$ cat src/itc_state_pkg.sv
// ~~~~~~~~~~~~~~~~~~~~~~~~~~~~~~
// Island tunnel controller states
// Portal light cycle and tunnel arbiter FSM encodings
// ~~~~~~~~~~~~~~~~~~~~~~~~~~~~~~

package itc_state_pkg;

	// Portal light cycle, same for both portals
	typedef enum logic [1:0] {
		ps_green    = 2'd0, // Light green, no car on entry sensor
		ps_entering = 2'd1, // Car passing entry sensor
		ps_red      = 2'd2, // Light red, tunnel closed from this side
		ps_exiting  = 2'd3  // Car passing exit sensor
	} portal_state_e;

	// Tunnel arbiter FSM
	typedef enum logic [2:0] {
		ts_dispatch     = 3'd0, // Idle, grants straight from here
		ts_island_use   = 3'd1, // Island holds tunnel, mainland waiting
		ts_main_use     = 3'd2, // Mainland holds tunnel, island waiting
		ts_island_clear = 3'd3, // Island done, draining toward mainland
		ts_main_clear   = 3'd4  // Mainland done, draining toward island
	} tunnel_state_e;

endpackage

$ cat src/itc_link_pkg.sv
// ~~~~~~~~~~~~~~~~~~~~~~~~~~~~~~
// Island tunnel controller links
// Signal groups passed between portals, arbiter and counter
// ~~~~~~~~~~~~~~~~~~~~~~~~~~~~~~

package itc_link_pkg;

	// Portal to arbiter
	typedef struct packed {
		logic in_use;  // Green or entering
		logic request; // Red with a car on the entry sensor
	} portal_req_t;

	// Arbiter to one portal
	typedef struct packed {
		logic go;    // Turn green this edge
		logic yield; // Let current car through, then red
	} tunnel_grant_t;

	// Portal to counter, one cycle per event
	typedef struct packed {
		logic tunnel_inc;  // Car entered tunnel here
		logic tunnel_dec;  // Car left tunnel here
		logic island_step; // Entry from this side
	} count_cmd_t;

	// island_step direction is fixed by which port it arrives on
	// Island side steps down, mainland side steps up

endpackage

$ cat src/island_light_ctrl.sv
// ~~~~~~~~~~~~~~~~~~~~~~~~~~~~~~
// Island portal light controller
// Runs the portal cycle and reports cars to the counter
// ~~~~~~~~~~~~~~~~~~~~~~~~~~~~~~

`timescale 1ns/1ps

module island_light_ctrl
	import itc_state_pkg::*, itc_link_pkg::*;
(
	input  logic          clk,
	input  logic          rst_n,
	input  logic          car_enter,   // ie sensor
	input  logic          car_exit,    // ix sensor
	input  tunnel_grant_t grant,
	output logic          green_light,
	output logic          red_light,
	output portal_req_t   req,
	output count_cmd_t    cmd
);

	portal_state_e state;
	portal_state_e state_nxt;
	logic          car_in;  // Car admitted this cycle

	// ~~~~~~~~~~~~~~~~~~~~~~~~~~~~~~
	// Light FSM
	// ~~~~~~~~~~~~~~~~~~~~~~~~~~~~~~
	always_ff @(posedge clk) begin
		if (!rst_n) begin
			state <= ps_red; // Tunnel closed after reset
		end else begin
			state <= state_nxt;
		end
	end

	always_comb begin
		state_nxt = state;
		case (state)
			ps_green: begin
				if (grant.yield) begin
					state_nxt = ps_red; // Yield beats a waiting car
				end else if (car_enter) begin
					state_nxt = ps_entering;
				end
			end
			ps_entering: begin
				if (!car_enter) begin
					state_nxt = ps_green; // Car through
				end
			end
			ps_red: begin
				if (car_exit) begin
					state_nxt = ps_exiting; // Exit first, ignores go
				end else if (grant.go) begin
					state_nxt = ps_green;
				end
			end
			default: begin // ps_exiting
				if (!car_exit) begin
					state_nxt = ps_red;
				end
			end
		endcase
	end

	// ~~~~~~~~~~~~~~~~~~~~~~~~~~~~~~
	// Mealy outputs
	// ~~~~~~~~~~~~~~~~~~~~~~~~~~~~~~
	assign car_in      = (state == ps_green) && !grant.yield && car_enter;
	assign green_light = (state == ps_green) || (state == ps_entering);
	assign red_light   = (state == ps_red) || (state == ps_exiting);

	always_comb begin
		req.in_use      = green_light;
		req.request     = (state == ps_red) && car_enter;
		cmd.tunnel_inc  = car_in;
		cmd.tunnel_dec  = (state == ps_red) && car_exit; // First exit edge only
		cmd.island_step = car_in;                        // Counter steps island down
	end

	// Lights are exclusive
	a_lights_excl: assert property (@(posedge clk) disable iff (!rst_n)
		!(green_light && red_light));

endmodule

$ cat src/mainland_light_ctrl.sv
// ~~~~~~~~~~~~~~~~~~~~~~~~~~~~~~
// Mainland portal light controller
// Portal cycle plus island capacity check
// ~~~~~~~~~~~~~~~~~~~~~~~~~~~~~~

`timescale 1ns/1ps

module mainland_light_ctrl
	import itc_state_pkg::*, itc_link_pkg::*;
#(
	parameter int unsigned CNT_W   = 4,
	parameter int unsigned MAX_NUM = 15
) (
	input  logic             clk,
	input  logic             rst_n,
	input  logic             car_enter,    // me sensor
	input  logic             car_exit,     // mx sensor
	input  tunnel_grant_t    grant,
	input  logic [CNT_W-1:0] island_count,
	output logic             green_light,
	output logic             red_light,
	output portal_req_t      req,
	output count_cmd_t       cmd
);

	localparam logic [CNT_W-1:0] cnt_max = CNT_W'(MAX_NUM);

	portal_state_e state;
	portal_state_e state_nxt;
	logic          island_room; // Island below capacity
	logic          car_in;

	assign island_room = (island_count < cnt_max);

	// ~~~~~~~~~~~~~~~~~~~~~~~~~~~~~~
	// Light FSM
	// ~~~~~~~~~~~~~~~~~~~~~~~~~~~~~~
	always_ff @(posedge clk) begin
		if (!rst_n) begin
			state <= ps_red;
		end else begin
			state <= state_nxt;
		end
	end

	always_comb begin
		state_nxt = state;
		case (state)
			ps_green: begin
				if (!island_room) begin
					state_nxt = ps_red; // Island full, close portal
				end else if (grant.yield) begin
					state_nxt = ps_red;
				end else if (car_enter) begin
					state_nxt = ps_entering;
				end
			end
			ps_entering: begin
				if (!car_enter) begin
					state_nxt = ps_green;
				end
			end
			ps_red: begin
				if (car_exit) begin
					state_nxt = ps_exiting;
				end else if (grant.go) begin
					state_nxt = ps_green;
				end
			end
			default: begin // ps_exiting
				if (!car_exit) begin
					state_nxt = ps_red;
				end
			end
		endcase
	end

	// ~~~~~~~~~~~~~~~~~~~~~~~~~~~~~~
	// Mealy outputs
	// ~~~~~~~~~~~~~~~~~~~~~~~~~~~~~~
	// No entry counted while island full
	assign car_in      = (state == ps_green) && !grant.yield && car_enter && island_room;
	assign green_light = (state == ps_green) || (state == ps_entering);
	assign red_light   = (state == ps_red) || (state == ps_exiting);

	always_comb begin
		req.in_use      = green_light;
		req.request     = (state == ps_red) && car_enter; // Arbiter checks room
		cmd.tunnel_inc  = car_in;
		cmd.tunnel_dec  = (state == ps_red) && car_exit;
		cmd.island_step = car_in;                         // Counter steps island up
	end

	// Every admitted car lands on the island one edge later
	a_entry_counted: assert property (@(posedge clk) disable iff (!rst_n)
		cmd.island_step |=> island_count == $past(island_count) + 1'b1);

endmodule

$ cat src/tunnel_arbiter.sv
// ~~~~~~~~~~~~~~~~~~~~~~~~~~~~~~
// Tunnel arbiter
// One direction at a time, drains tunnel before turning
// ~~~~~~~~~~~~~~~~~~~~~~~~~~~~~~

`timescale 1ns/1ps

module tunnel_arbiter
	import itc_state_pkg::*, itc_link_pkg::*;
#(
	parameter int unsigned CNT_W   = 4,
	parameter int unsigned MAX_NUM = 15
) (
	input  logic             clk,
	input  logic             rst_n,
	input  portal_req_t      island_req,
	input  portal_req_t      main_req,
	input  logic [CNT_W-1:0] island_count,
	input  logic [CNT_W-1:0] tunnel_count,
	output tunnel_grant_t    island_grant,
	output tunnel_grant_t    main_grant
);

	localparam logic [CNT_W-1:0] cnt_max = CNT_W'(MAX_NUM);

	tunnel_state_e state;
	tunnel_state_e state_nxt;
	logic          tunnel_empty;
	logic          island_room;
	logic          main_ask;     // Mainland request that can be served

	assign tunnel_empty = (tunnel_count == '0);
	assign island_room  = (island_count < cnt_max);
	// Island request takes priority
	assign main_ask     = !island_req.request && main_req.request && island_room;

	// ~~~~~~~~~~~~~~~~~~~~~~~~~~~~~~
	// Arbiter FSM
	// ~~~~~~~~~~~~~~~~~~~~~~~~~~~~~~
	always_ff @(posedge clk) begin
		if (!rst_n) begin
			state <= ts_dispatch;
		end else begin
			state <= state_nxt;
		end
	end

	always_comb begin
		state_nxt = state;
		case (state)
			ts_dispatch: begin
				if (island_req.request) begin
					if (main_req.in_use) begin
						state_nxt = ts_main_use;   // Ask mainland to yield
					end else if (!tunnel_empty) begin
						state_nxt = ts_main_clear; // Mainland cars still inside
					end
				end else if (main_ask) begin
					if (island_req.in_use) begin
						state_nxt = ts_island_use;
					end else if (!tunnel_empty) begin
						state_nxt = ts_island_clear;
					end
				end
				// Empty tunnel and idle other side: grant below, stay here
			end
			ts_island_use: begin
				if (!island_req.in_use) begin
					state_nxt = ts_island_clear;
				end
			end
			ts_main_use: begin
				if (!main_req.in_use) begin
					state_nxt = ts_main_clear;
				end
			end
			ts_island_clear, ts_main_clear: begin
				if (tunnel_empty) begin
					state_nxt = ts_dispatch; // Grant goes out on this edge
				end
			end
			default: begin
				state_nxt = ts_dispatch;
			end
		endcase
	end

	// ~~~~~~~~~~~~~~~~~~~~~~~~~~~~~~
	// Grants, decoded from state and requests
	// ~~~~~~~~~~~~~~~~~~~~~~~~~~~~~~
	always_comb begin
		island_grant.go    = tunnel_empty &&
			(((state == ts_dispatch) && island_req.request && !main_req.in_use) ||
			(state == ts_main_clear));
		island_grant.yield = (state == ts_island_use);
		main_grant.go      = tunnel_empty &&
			(((state == ts_dispatch) && main_ask && !island_req.in_use) ||
			((state == ts_island_clear) && island_room));
		main_grant.yield   = (state == ts_main_use);
	end

	a_go_excl: assert property (@(posedge clk) disable iff (!rst_n)
		!(island_grant.go && main_grant.go));

	// Direction only opens into an empty tunnel
	a_go_empty: assert property (@(posedge clk) disable iff (!rst_n)
		(island_grant.go || main_grant.go) |-> tunnel_count == '0);

endmodule

$ cat src/car_counter.sv
// ~~~~~~~~~~~~~~~~~~~~~~~~~~~~~~
// Car counter
// Saturating counts of cars on the island and in the tunnel
// ~~~~~~~~~~~~~~~~~~~~~~~~~~~~~~

`timescale 1ns/1ps

module car_counter
	import itc_link_pkg::*;
#(
	parameter int unsigned CNT_W   = 4,
	parameter int unsigned MAX_NUM = 15
) (
	input  logic             clk,
	input  logic             rst_n,
	input  count_cmd_t       island_cmd,
	input  count_cmd_t       main_cmd,
	output logic [CNT_W-1:0] island_count,
	output logic [CNT_W-1:0] tunnel_count
);

	localparam logic [CNT_W-1:0] cnt_max = CNT_W'(MAX_NUM);

	logic tunnel_cancel; // In on one side, out on the other
	logic tunnel_dec;
	logic tunnel_inc;

	assign tunnel_cancel = (island_cmd.tunnel_dec && main_cmd.tunnel_inc) ||
		(main_cmd.tunnel_dec && island_cmd.tunnel_inc);
	assign tunnel_dec    = island_cmd.tunnel_dec || main_cmd.tunnel_dec;
	assign tunnel_inc    = island_cmd.tunnel_inc || main_cmd.tunnel_inc;

	// ~~~~~~~~~~~~~~~~~~~~~~~~~~~~~~
	// Island occupancy
	// ~~~~~~~~~~~~~~~~~~~~~~~~~~~~~~
	always_ff @(posedge clk) begin
		if (!rst_n) begin
			island_count <= '0;
		end else if (island_cmd.island_step && (island_count != '0)) begin
			island_count <= island_count - 1'b1; // Car left for mainland
		end else if (main_cmd.island_step && (island_count < cnt_max)) begin
			island_count <= island_count + 1'b1; // Car headed for island
		end
	end

	// ~~~~~~~~~~~~~~~~~~~~~~~~~~~~~~
	// Tunnel occupancy
	// ~~~~~~~~~~~~~~~~~~~~~~~~~~~~~~
	always_ff @(posedge clk) begin
		if (!rst_n) begin
			tunnel_count <= '0;
		end else if (tunnel_cancel) begin
			tunnel_count <= tunnel_count; // Net zero
		end else if (tunnel_dec) begin
			if (tunnel_count != '0) begin
				tunnel_count <= tunnel_count - 1'b1;
			end
		end else if (tunnel_inc) begin
			if (tunnel_count < cnt_max) begin
				tunnel_count <= tunnel_count + 1'b1;
			end
		end
	end

	// Arbiter never lets both sides feed the tunnel at once
	a_single_inc: assert property (@(posedge clk) disable iff (!rst_n)
		!(island_cmd.tunnel_inc && main_cmd.tunnel_inc));

endmodule

$ cat src/island_tunnel_ctrl.sv
// ~~~~~~~~~~~~~~~~~~~~~~~~~~~~~~
// Island tunnel controller top
// Two portals, tunnel arbiter and car counter
// ~~~~~~~~~~~~~~~~~~~~~~~~~~~~~~

`timescale 1ns/1ps

module island_tunnel_ctrl
	import itc_link_pkg::*;
#(
	parameter int unsigned CNT_W   = 4,
	parameter int unsigned MAX_NUM = 15
) (
	input  logic             clk,
	input  logic             rst_n,
	input  logic             ie,           // Island entry sensor
	input  logic             ix,           // Island exit sensor
	input  logic             me,           // Mainland entry sensor
	input  logic             mx,           // Mainland exit sensor
	output logic             igl,
	output logic             irl,
	output logic             mgl,
	output logic             mrl,
	output logic [CNT_W-1:0] island_count  // Island display
);

	portal_req_t      island_req;
	portal_req_t      main_req;
	tunnel_grant_t    island_grant;
	tunnel_grant_t    main_grant;
	count_cmd_t       island_cmd;
	count_cmd_t       main_cmd;
	logic [CNT_W-1:0] tunnel_count;

	island_light_ctrl i_island_light_ctrl (
		.clk         (clk),
		.rst_n       (rst_n),
		.car_enter   (ie),
		.car_exit    (ix),
		.grant       (island_grant),
		.green_light (igl),
		.red_light   (irl),
		.req         (island_req),
		.cmd         (island_cmd)
	);

	mainland_light_ctrl #(.CNT_W(CNT_W), .MAX_NUM(MAX_NUM)) i_mainland_light_ctrl (
		.clk          (clk),
		.rst_n        (rst_n),
		.car_enter    (me),
		.car_exit     (mx),
		.grant        (main_grant),
		.island_count (island_count),
		.green_light  (mgl),
		.red_light    (mrl),
		.req          (main_req),
		.cmd          (main_cmd)
	);

	tunnel_arbiter #(.CNT_W(CNT_W), .MAX_NUM(MAX_NUM)) i_tunnel_arbiter (
		.clk          (clk),
		.rst_n        (rst_n),
		.island_req   (island_req),
		.main_req     (main_req),
		.island_count (island_count),
		.tunnel_count (tunnel_count),
		.island_grant (island_grant),
		.main_grant   (main_grant)
	);

	car_counter #(.CNT_W(CNT_W), .MAX_NUM(MAX_NUM)) i_car_counter (
		.clk          (clk),
		.rst_n        (rst_n),
		.island_cmd   (island_cmd),
		.main_cmd     (main_cmd),
		.island_count (island_count),
		.tunnel_count (tunnel_count)
	);

endmodule

$ cat config.mk
export PLATFORM = sky130hd
export DESIGN_NAME = island_tunnel_ctrl
export DESIGN_NICKNAME = d
export VERILOG_FILES = /design/src/itc_state_pkg.sv /design/src/itc_link_pkg.sv /design/src/island_light_ctrl.sv /design/src/mainland_light_ctrl.sv /design/src/tunnel_arbiter.sv /design/src/car_counter.sv /design/src/island_tunnel_ctrl.sv
export SDC_FILE = /design/constraint.sdc
export NUM_CORES = 1
export LEC_CHECK = 0
export BUFFER_PORTS_ARGS = -buffer_cell sky130_fd_sc_hd__buf_4
export CORE_MARGIN = 8
export CORE_UTILIZATION = 56
export DETAILED_ROUTE_END_ITERATION = 8
export GPL_TIMING_DRIVEN = 0
export PLACE_DENSITY = 0.78
export SYNTH_ARGS = -nofsm -noshare
export SYNTH_HDL_FRONTEND = slang
export SYNTH_SLANG_ARGS = --single-unit
$ cat constraint.sdc
create_clock -name clk -period 2.5 [get_ports clk]
set_input_delay 0.5 -clock clk [delete_from_list [all_inputs] [get_ports clk]]
set_output_delay 0.5 -clock clk [all_outputs]
set_load 0.01 [all_outputs]
* Yosys cells after proc, flatten, opt, wreduce, memory -nomap -nowiden
Cells that the tools add are included.
Cells by class: muxes and demuxes 31, $lt $le $gt $ge 2, $add $sub $neg 4, eq/ne operators 25, bitwise logic cells 1, reduce and logical (&&, ||, !) cells 50
Operators with widths (count):
- 3-bit two-way mux | 9
- 2-bit two-way mux | 13
- 4-bit two-way mux | 6
- 1-bit logical AND | 22
- 2-bit case mux with 3 select lines | 2
- 3-bit case mux with 4 select lines | 1
- 4-bit AND reduction | 3
- 2-bit != test (second input constant) | 5
- 1-bit logical OR | 9
- 3-bit by 2-bit != test with 1-bit output (second input constant) | 3
- 4-bit by 1-bit adder with 4-bit output (second input constant) | 2
- 2-bit equality test (second input constant) | 4
- 4-bit less-than comparator (second input constant) | 2
- 4-bit by 1-bit != test with 1-bit output (second input constant) | 2
- 4-bit by 3-bit != test with 1-bit output (second input constant) | 2
- 4-bit nonzero test | 2
- 4-bit by 1-bit subtractor with 4-bit output (second input constant) | 2
- 3-bit by 2-bit equality test with 1-bit output (second input constant) | 2
- 6-bit AND reduction | 1
- 2-bit nonzero test | 3
- 1-bit zero test | 5
- 2-bit by 1-bit equality test with 1-bit output (second input constant) | 2
- 2-bit zero test | 2
- 4-bit zero test | 1
- other kinds (8) | 8
Word-level totals: output and inout bits 8, register bits after elaboration 15, bits of input ports 6, logic and storage cells 118

* Depth between registers and ports, before layout
Gate-level depths: netlist (run 1).
word-level depth 12, gate-level depth with buffers 9

* Cells and area by module
A second synthesis (run 1) with hierarchy kept.
Second synthesis, totals: cell total of the unflattened synthesis 171, area, all modules 1450.1 um2
By module, submodules not included:
- car_counter | area each 606.8 um2, times used 1, cells each 69
- tunnel_arbiter | area each 367.9 um2, times used 1, cells each 45
- island_light_ctrl | area each 286.5 um2, times used 1, cells each 36
- mainland_light_ctrl | area each 188.9 um2, times used 1, cells each 21

* Worst setup path after synthesis (run 1)
Ideal clock, no wire load.
kind in2reg, start in ie, end reg i_car_counter.island_count[3], setup time 0.121 ns, stages on the path 8, setup slack 0.241 ns, arrival time 2.138 ns, buffers on the path 0, cell sequence nand2b_1 > nor4_1 > ha_1 > a21o_1 > a21oi_1 > and2_1 > o21ai_1 > nor3b_1
On the way: longest elaborated chain between the ends 3, elaborated cells between the ends (all ways) 4
Ends and longest elaborated chain:
- from (decl) | RTL line island_tunnel_ctrl.sv:16 | input logic ie,
- 1-bit logical AND (*) | RTL line island_light_ctrl.sv:70 | assign car_in = (state == ps_green) && !grant.yield && car_enter;
- 1-bit logical AND (*) | RTL line car_counter.sv:39 | end else if (island_cmd.island_step && (island_count != '0)) begin
- 4-bit two-way mux / 2-bit nonzero test (equally long branches)
- to (signal assigned) | RTL line car_counter.sv:40 | island_count <= island_count - 1'b1;
- to (signal assigned) | RTL line car_counter.sv:42 | island_count <= island_count + 1'b1;
- to (decl) | RTL line car_counter.sv:18 | output logic [CNT_W-1:0] island_count,
Every way passes the cells marked *; elsewhere a longest branch is shown, timed or not. A chain may end at the register's enable or synchronous reset.

* Worst setup path in the final report (run 1)
start reg i_tunnel_arbiter.state[0], end reg i_car_counter.island_count[3]
On the way: longest elaborated chain between the ends 7, elaborated cells between the ends (all ways) 13
Ends and longest elaborated chain:
- from (decl) | RTL line tunnel_arbiter.sv:26 | tunnel_state_e state;
- from (signal assigned) | RTL line tunnel_arbiter.sv:42 | state <= ts_dispatch;
- from (signal assigned) | RTL line tunnel_arbiter.sv:44 | state <= state_nxt;
- 3-bit by 2-bit equality test with 1-bit output | RTL line tunnel_arbiter.sv:99 | main_grant.yield = (state == ts_main_use);
- 1-bit zero test | RTL line mainland_light_ctrl.sv:82 | assign car_in = (state == ps_green) && !grant.yield && car_enter && island_room;
- 1-bit logical AND (3 in series) | RTL line mainland_light_ctrl.sv:82
- 1-bit logical AND | RTL line car_counter.sv:41 | end else if (main_cmd.island_step && (island_count < cnt_max)) begin
- 2-bit nonzero test (no source line)
Several ways; a longest one is shown, not always the timed one.

==> results of run 1 <==
## power groups by stage
stage | Combinational [mW] | Clock [mW] | Sequential (mW)
2_1_floorplan | 0.536 | 0 | 0.365
3_3_place_gp | 0.638 | 0 | 0.379
3_5_place_dp | 0.659 | 0 | 0.385
4_1_cts | 0.666 | 0.146 | 0.379
5_1_grt | 0.746 | 0.158 | 0.392
6_report | 0.668 | 0.144 | 0.380
## per-layer routing
| metal | GRT usage (%) | vias up | part of all wire [%] |
|---|---|---|---|
| met5 | 0 | - | 0 |
| met2 | 24.77 | 26 | 49 |
| met1 | 17.82 | 502 | 46 |
| met4 | 7.483 | 0 | 1.9 |
| met3 | 2.151 | 5 | 3.9 |
| li1 | - | 517 | - |
## cell usage in the layout, fill, tap and decap left out, types with 3 or more instances in the layout
| cell type | synthesis | final |
|---|---|---|
| dfxtp_1 | 15 | 15 |
| nor2_1 | 12 | 12 |
| buf_4 | 0 | 12 |
| nand2_1 | 10 | 10 |
| a21oi_1 | 10 | 10 |
| clkbuf_1 | 5 | 6 |
| nor3_1 | 6 | 6 |
| inv_1 | 5 | 5 |
| o21ai_0 | 5 | 5 |
| nand4_1 | 4 | 4 |
| nand3_1 | 4 | 4 |
| mux2i_1 | 4 | 4 |
| ha_1 | 4 | 4 |
| nor3b_1 | 3 | 3 |
| nand2b_1 | 3 | 3 |
| xnor2_1 | 3 | 3 |
| clkbuf_4 | 0 | 3 |
## per-stage QoR
stage / power, mW / instances / hold WS (ps) / utilization, %
detailed placement: 1.044 / 170 / 516.7 / 63.62
CTS: 1.191 / 174 / 483.3 / 65.33
global route: 1.296 / 174 / 494.0 / 65.33
finish: 1.192 / 174 / 475.7 / 65.33
global placement: 1.016 / 170 / 494.0 / 63.62
floorplan: 0.9010 / 131 / 471.7 / -
## registers in the layout, summed over array words and instances, names as in the netlist
signal                       cells
i_car_counter.tunnel_count       4
i_island_light_ctrl.state        2
i_tunnel_arbiter.state           3
i_car_counter.island_count       4
i_mainland_light_ctrl.state      2
## layout make-up
class	count	share of cell area (%)
plain buffers	7	3.323
well taps	27	2.719
flip-flops and latches	15	24.17
clock buffers	4	2.115
repair buffers	12	7.251
multi-input cells	103	58.61
inverters	6	1.813
## path summary, 6_finish.rpt
path | startpoint | slack [ps] | depth (start not counted) | to
max | i_tunnel_arbiter.state[0]$_SDFFE_PN0P_ | 200 | 8 | i_car_counter.island_count[3]$_SDFFE_PN0P_
min | mx | 480 | 3 | i_mainland_light_ctrl.state[0]$_SDFFE_PN0P_
max reg2reg | i_tunnel_arbiter.state[0]$_SDFFE_PN0P_ | 200 | 8 | i_car_counter.island_count[3]$_SDFFE_PN0P_
min reg2reg | i_car_counter.tunnel_count[3]$_SDFFE_PN0P_ | 520 | 2 | i_car_counter.tunnel_count[3]$_SDFFE_PN0P_
## critical path: cells and delay by family (launching register included)
kind | cells | cell delay [ps]
and+or+nand+nor | 5 | 1060
DFF | 1 | 470
AOI/OAI and AO/OA | 2 | 340
adders and majority gates | 1 | 310
## timing repair
action | 4_1_cts | 5_1_grt
hold buffers | 0 | 0
endpoints found under the setup margin | 1 | 0
buffers inserted | 0 | 0
resized for setup | 1 | 0
## kinds of logic after synthesis
family	synth area share, %
xor gates and xnor gates	2.420
buffers and inverters	5.875
muxes	3.687
and+or+nand+nor	29.73
AOI/OAI and AO/OA	22.35
DFF	27.65
adders and majority gates	8.295
==> flow_summary_export.csv, run 1 <==
group,metric,value,unit
sta,worstMarginPinSlew,676.2,ps
logic_synthesis,yosys-top-cells-area,"dfxtp_1, a21oi_1, ha_1, nor2_1, a211oi_4",
grt,overflow,0,
detailed_routing,drc_errors,0,
floorplanning,die_w,60.04,um
sta,slew_viol_final,0,
sta,worst_slack,199.6,ps
final_layout,num_antenna_cells,0,
power,p_clk_share,12.1,%
grt,grt_use_total,14.82,%
placed_design,hpwl,1.911,mm
detailed_routing,wl_per_cell,14.17,um
critical_path,critPathMaxStageDelay,510,ps
sta,rsz0062_at_grt,"no",
clock_network,cts.sink_count,15,
floorplanning,design.die.area,3605,um^2
critical_path,critical_path_peak_fanout,8,
critical_path,crit_arrival,2480,ps
logic_synthesis,yosysTopAreaCellShare,27.65,%
logic_synthesis,ys_seq_elements,15,
floorplanning,chipHeight,60.04,um
placed_design,routabilityCongestion,0.8658,
floorplanning,num_rows,16,
sta,max_freq,434.7,MHz
detailed_routing,vias,1050,
critical_path,path_cells,"nor3b_1 > nor4_2 > ha_1 > a21o_1 > a21oi_1 > nor3_1 > nor3_1 > nor3b_1",
detailed_routing,vias_per_cell,6.034,
power,ir_drop,497.4,uV
run_status,status,"finished, final reports clean",
placed_design,place_area,1210,um^2
grt,grt_pass1_wl,4.167,mm
detailed_routing,drt-pass1-iter-count,4,
logic_synthesis,netlist_instances,131,
final_layout,multi_input_area,728.2,um^2
clock_network,cts_made_buffers,3,
final_layout,fillCellCount,174,
logic_synthesis,syn-cell-area,1086,um^2
logic_synthesis,syn-num-nets,143,
critical_path,criticalPathCategory,"flip-flop to flip-flop",
floorplanning,io_pins,14,
logic_synthesis,yosysMostFrequentCell,"dfxtp_1",
power,powerDensity,959.0,nW/um^2
clock_network,clk_pin_slew,90,ps
detailed_routing,ant_nets,0,
detailed_routing,routed_wl,2.465,mm
final_layout,nets,160,
logic_synthesis,syn_avg_cell_area,8.290,um^2
critical_path,start_kind,"flip-flop",
grt,antenna_found_initial,0,
power,p_leak,0.5117,nW
sta,period_needed,2300,ps
sta,finalSetupViolCount,0,
logic_synthesis,synth_ff_type,"dfxtp_1",
sta,final-hold-violation-count,0,
sta,relSlewSlack,54.55,%
power,internal_power,670.2,uW
logic_synthesis,yosysUniqueCellTypes,45,
floorplanning,core,1902,um^2
final_layout,drive_gt1_share,17.01,%
power,pwr-share-comb,56.1,%
placed_design,io_buffers,12,
sta,skew,6.796,ps
power,p_switching,521.3,uW
power,swShare,43.75,%
logic_synthesis,ys_warn_count,0,
floorplanning,start_util,57.11,%
sta,fin_setup_tns,0,ps
critical_path,end_kind,"flip-flop",
grt,grt_pass1_vias,971,
clock_network,cts_tree,"yes",
logic_synthesis,synth_commonest_cells,"dfxtp_1, nor2_1, a21oi_1, nand2_1, nor3_1",
critical_path,cp_slowest_cell,"nor3b_1",
final_layout,final_cell_area,1242,um^2
detailed_routing,drt_iter0_drc,44,
clock_network,clock_latency,290,ps
power,seqPwrFrac,31.9,%
logic_synthesis,ys_async_sr_fraction,0,%
logic_synthesis,synth_top_cell_by_area,"dfxtp_1",
final_layout,regArea,300.3,um^2
sta,period_share,92.02,%
critical_path,cp.required,2680,ps
grt,grt_max_degree,11,
final_layout,syn_to_final_growth,14.40,%
clock_network,cts_buffer_depth,2,
hold_path,min_path_type,"input pin to flip-flop",
logic_synthesis,seq_area_frac_synth,27.65,%
clock_network,ctsHtreeMaxLevel,1,
logic_synthesis,synth-edff-count,0,
clock_network,cts_root_buffer,"clkbuf_4",
placed_design,pre_cts_slack,-165.1,ps
flow_run,maxCapViolCount,0,
(Power assumes the default switching activity.)
==> inputs of run 2 (changes only) <==
--- a/config.mk
+++ b/config.mk
@@ -5,12 +5,12 @@
 export SDC_FILE = /design/constraint.sdc
 export NUM_CORES = 1
 export LEC_CHECK = 0
-export BUFFER_PORTS_ARGS = -buffer_cell sky130_fd_sc_hd__buf_4
 export CORE_MARGIN = 8
 export CORE_UTILIZATION = 56
 export DETAILED_ROUTE_END_ITERATION = 8
+export DONT_BUFFER_PORTS = 1
 export GPL_TIMING_DRIVEN = 0
-export PLACE_DENSITY = 0.78
+export PLACE_DENSITY = 0.71
 export SYNTH_ARGS = -nofsm -noshare
 export SYNTH_HDL_FRONTEND = slang
 export SYNTH_SLANG_ARGS = --single-unit
==> run 2 against run 1 <==
Non-clock buffer count fell by 12. Clock power barely moved. Global-route usage fell by 0.47 points. Sequential power barely moved. Register-to-register slack got worse by 30 ps. Critical endpoint unchanged.
==> flow_summary_export.csv, run 2 (synthesis gave the netlist of run 1 again) <==
group,metric,value,unit
critical_path,critical_path_peak_fanout,8,
critical_path,end_kind,"flip-flop",
sta,period_needed,2334,ps
clock_network,clk_pin_slew,100,ps
detailed_routing,ant_nets,0,
sta,final-hold-violation-count,0,
grt,grt_pass1_wl,4.064,mm
sta,worstMarginPinSlew,724.8,ps
power,powerDensity,1009,nW/um^2
grt,antenna_found_initial,0,
power,p_leak,0.4542,nW
final_layout,reg.largest.list,"i_car_counter.island_count: 4 flops, i_car_counter.tunnel_count: 4 flops, i_tunnel_arbiter.state: 3 flops",
run_status,status,"finished, final reports clean",
sta,period_share,93.36,%
floorplanning,core,1902,um^2
critical_path,crit_arrival,2500,ps
floorplanning,die_w,60.04,um
floorplanning,start_util,57.11,%
final_layout,syn_to_final_growth,6.221,%
sta,slew_viol_final,0,
clock_network,cts_tree,"yes",
final_layout,drive_gt1_share,10.37,%
clock_network,cts_buffer_depth,2,
final_layout,nets,148,
placed_design,place_area,1120,um^2
power,ir_drop,473.6,uV
placed_design,hpwl,1.771,mm
clock_network,cts_setup_buffers,0,
critical_path,reg2reg_depth,8,
grt,grt_use_total,14.35,%
floorplanning,num_rows,16,
clock_network,ctsHtreeMaxLevel,1,
critical_path,start_kind,"flip-flop",
detailed_routing,drc_errors,0,
floorplanning,design.die.area,3605,um^2
power,p_total,1.164,mW
detailed_routing,wl_per_cell,14.36,um
detailed_routing,routed_wl,2.327,mm
sta,max_freq,428.4,MHz
clock_network,cts_made_buffers,3,
final_layout,fillCellCount,174,
hold_path,hold_depth,2,
final_layout,final_util,60.66,%
floorplanning,chipHeight,60.04,um
sta,rsz0062_at_grt,"no",
detailed_routing,drt_iter0_drc,16,
final_layout,layout_commonest_cell,"dfxtp_1",
detailed_routing,drt-pass1-iter-count,4,
detailed_routing,vias,975,
critical_path,cp.required,2670,ps
flow_run,maxCapViolCount,0,
final_layout,num_antenna_cells,0,
floorplanning,io_pins,14,
grt,grt_max_degree,11,
final_layout,layout_common_cells,"dfxtp_1, nor2_1, nand2_1, a21oi_1, nor3_1",
sta,relSlewSlack,51.28,%
clock_network,cts.sink_count,15,
placed_design,routabilityCongestion,0.8708,
clock_network,clock_latency,290,ps
final_layout,final_cell_area,1154,um^2
clock_network,cts_root_buffer,"clkbuf_4",
grt,grt_pass1_vias,926,
sta,finalSetupViolCount,0,
grt,overflow,0,
placed_design,io_buffers,0,
detailed_routing,vias_per_cell,6.019,
sta,skew,8.152,ps
hold_path,min_path_type,"input pin to flip-flop",
critical_path,criticalPathCategory,"flip-flop to flip-flop",
run 2: what timing repair did:
item / in CTS / in global routing
resized for setup: 1 / 0
hold buffers: 0 / 0
endpoints found under the setup margin: 1 / 0
run 2: worst paths after layout:
check	startpoint	to	slack, ps
hold / removal	mx	i_mainland_light_ctrl.state[0]$_SDFFE_PN0P_	340
setup / recovery	i_tunnel_arbiter.state[0]$_SDFFE_PN0P_	i_car_counter.island_count[3]$_SDFFE_PN0P_	170
hold reg to reg	i_car_counter.tunnel_count[3]$_SDFFE_PN0P_	i_car_counter.tunnel_count[3]$_SDFFE_PN0P_	530
setup reg to reg	i_tunnel_arbiter.state[0]$_SDFFE_PN0P_	i_car_counter.island_count[3]$_SDFFE_PN0P_	170
run 2: per-stage QoR:
| step | setup TNS, ps | hold slack [ps] | setup slack (ps) | std cells |
|---|---|---|---|---|
| after floorplan | 0 | 471.7 | 240.6 | 131 |
| after global placement | 0 | 491.8 | 14.90 | 158 |
| after detailed placement | -23.93 | 504.4 | -23.93 | 158 |
| after CTS | 0 | 340.6 | 226.4 | 162 |
| after global routing | 0 | 334.3 | 54.83 | 162 |
| final | 0 | 342.9 | 165.9 | 162 |
run 2: cell type report:
cell class / count / area (um^2) / area share (%)
Clock inverter: 1 / 5.005 / 0.4338
Tap cell: 27 / 33.78 / 2.928
Multi-Input combinational cell: 103 / 728.2 / 63.12
Inverter: 6 / 22.52 / 1.952
Buffer: 7 / 41.29 / 3.579
Sequential cell: 15 / 300.3 / 26.03
Clock buffer: 3 / 22.52 / 1.952
run 2: layer usage:
| metal | global-route usage (%) | up-vias | share of wire, % |
|---|---|---|---|
| met5 | 0 | - | 0 |
| met4 | 6.803 | 0 | 0.99 |
| met3 | 5.161 | 4 | 6.5 |
| met2 | 22.00 | 26 | 45 |
| met1 | 17.22 | 457 | 47 |
| li1 | - | 488 | - |
run 2: where the power goes:
group          switching (mW)  internal (mW)  total [mW]
clock                  0.0817         0.0594       0.141
sequential             0.0793          0.302       0.381
combinational           0.354          0.288       0.642
run 2: critical path: stages, from the launching register on:
cell     delay [ps]
dfxtp_1         490
nor3b_1         510
nor4_2          180
ha_1            320
a21o_1          170
a21oi_1         180
and2_1          170
o21ai_1          60
nor3b_1         140
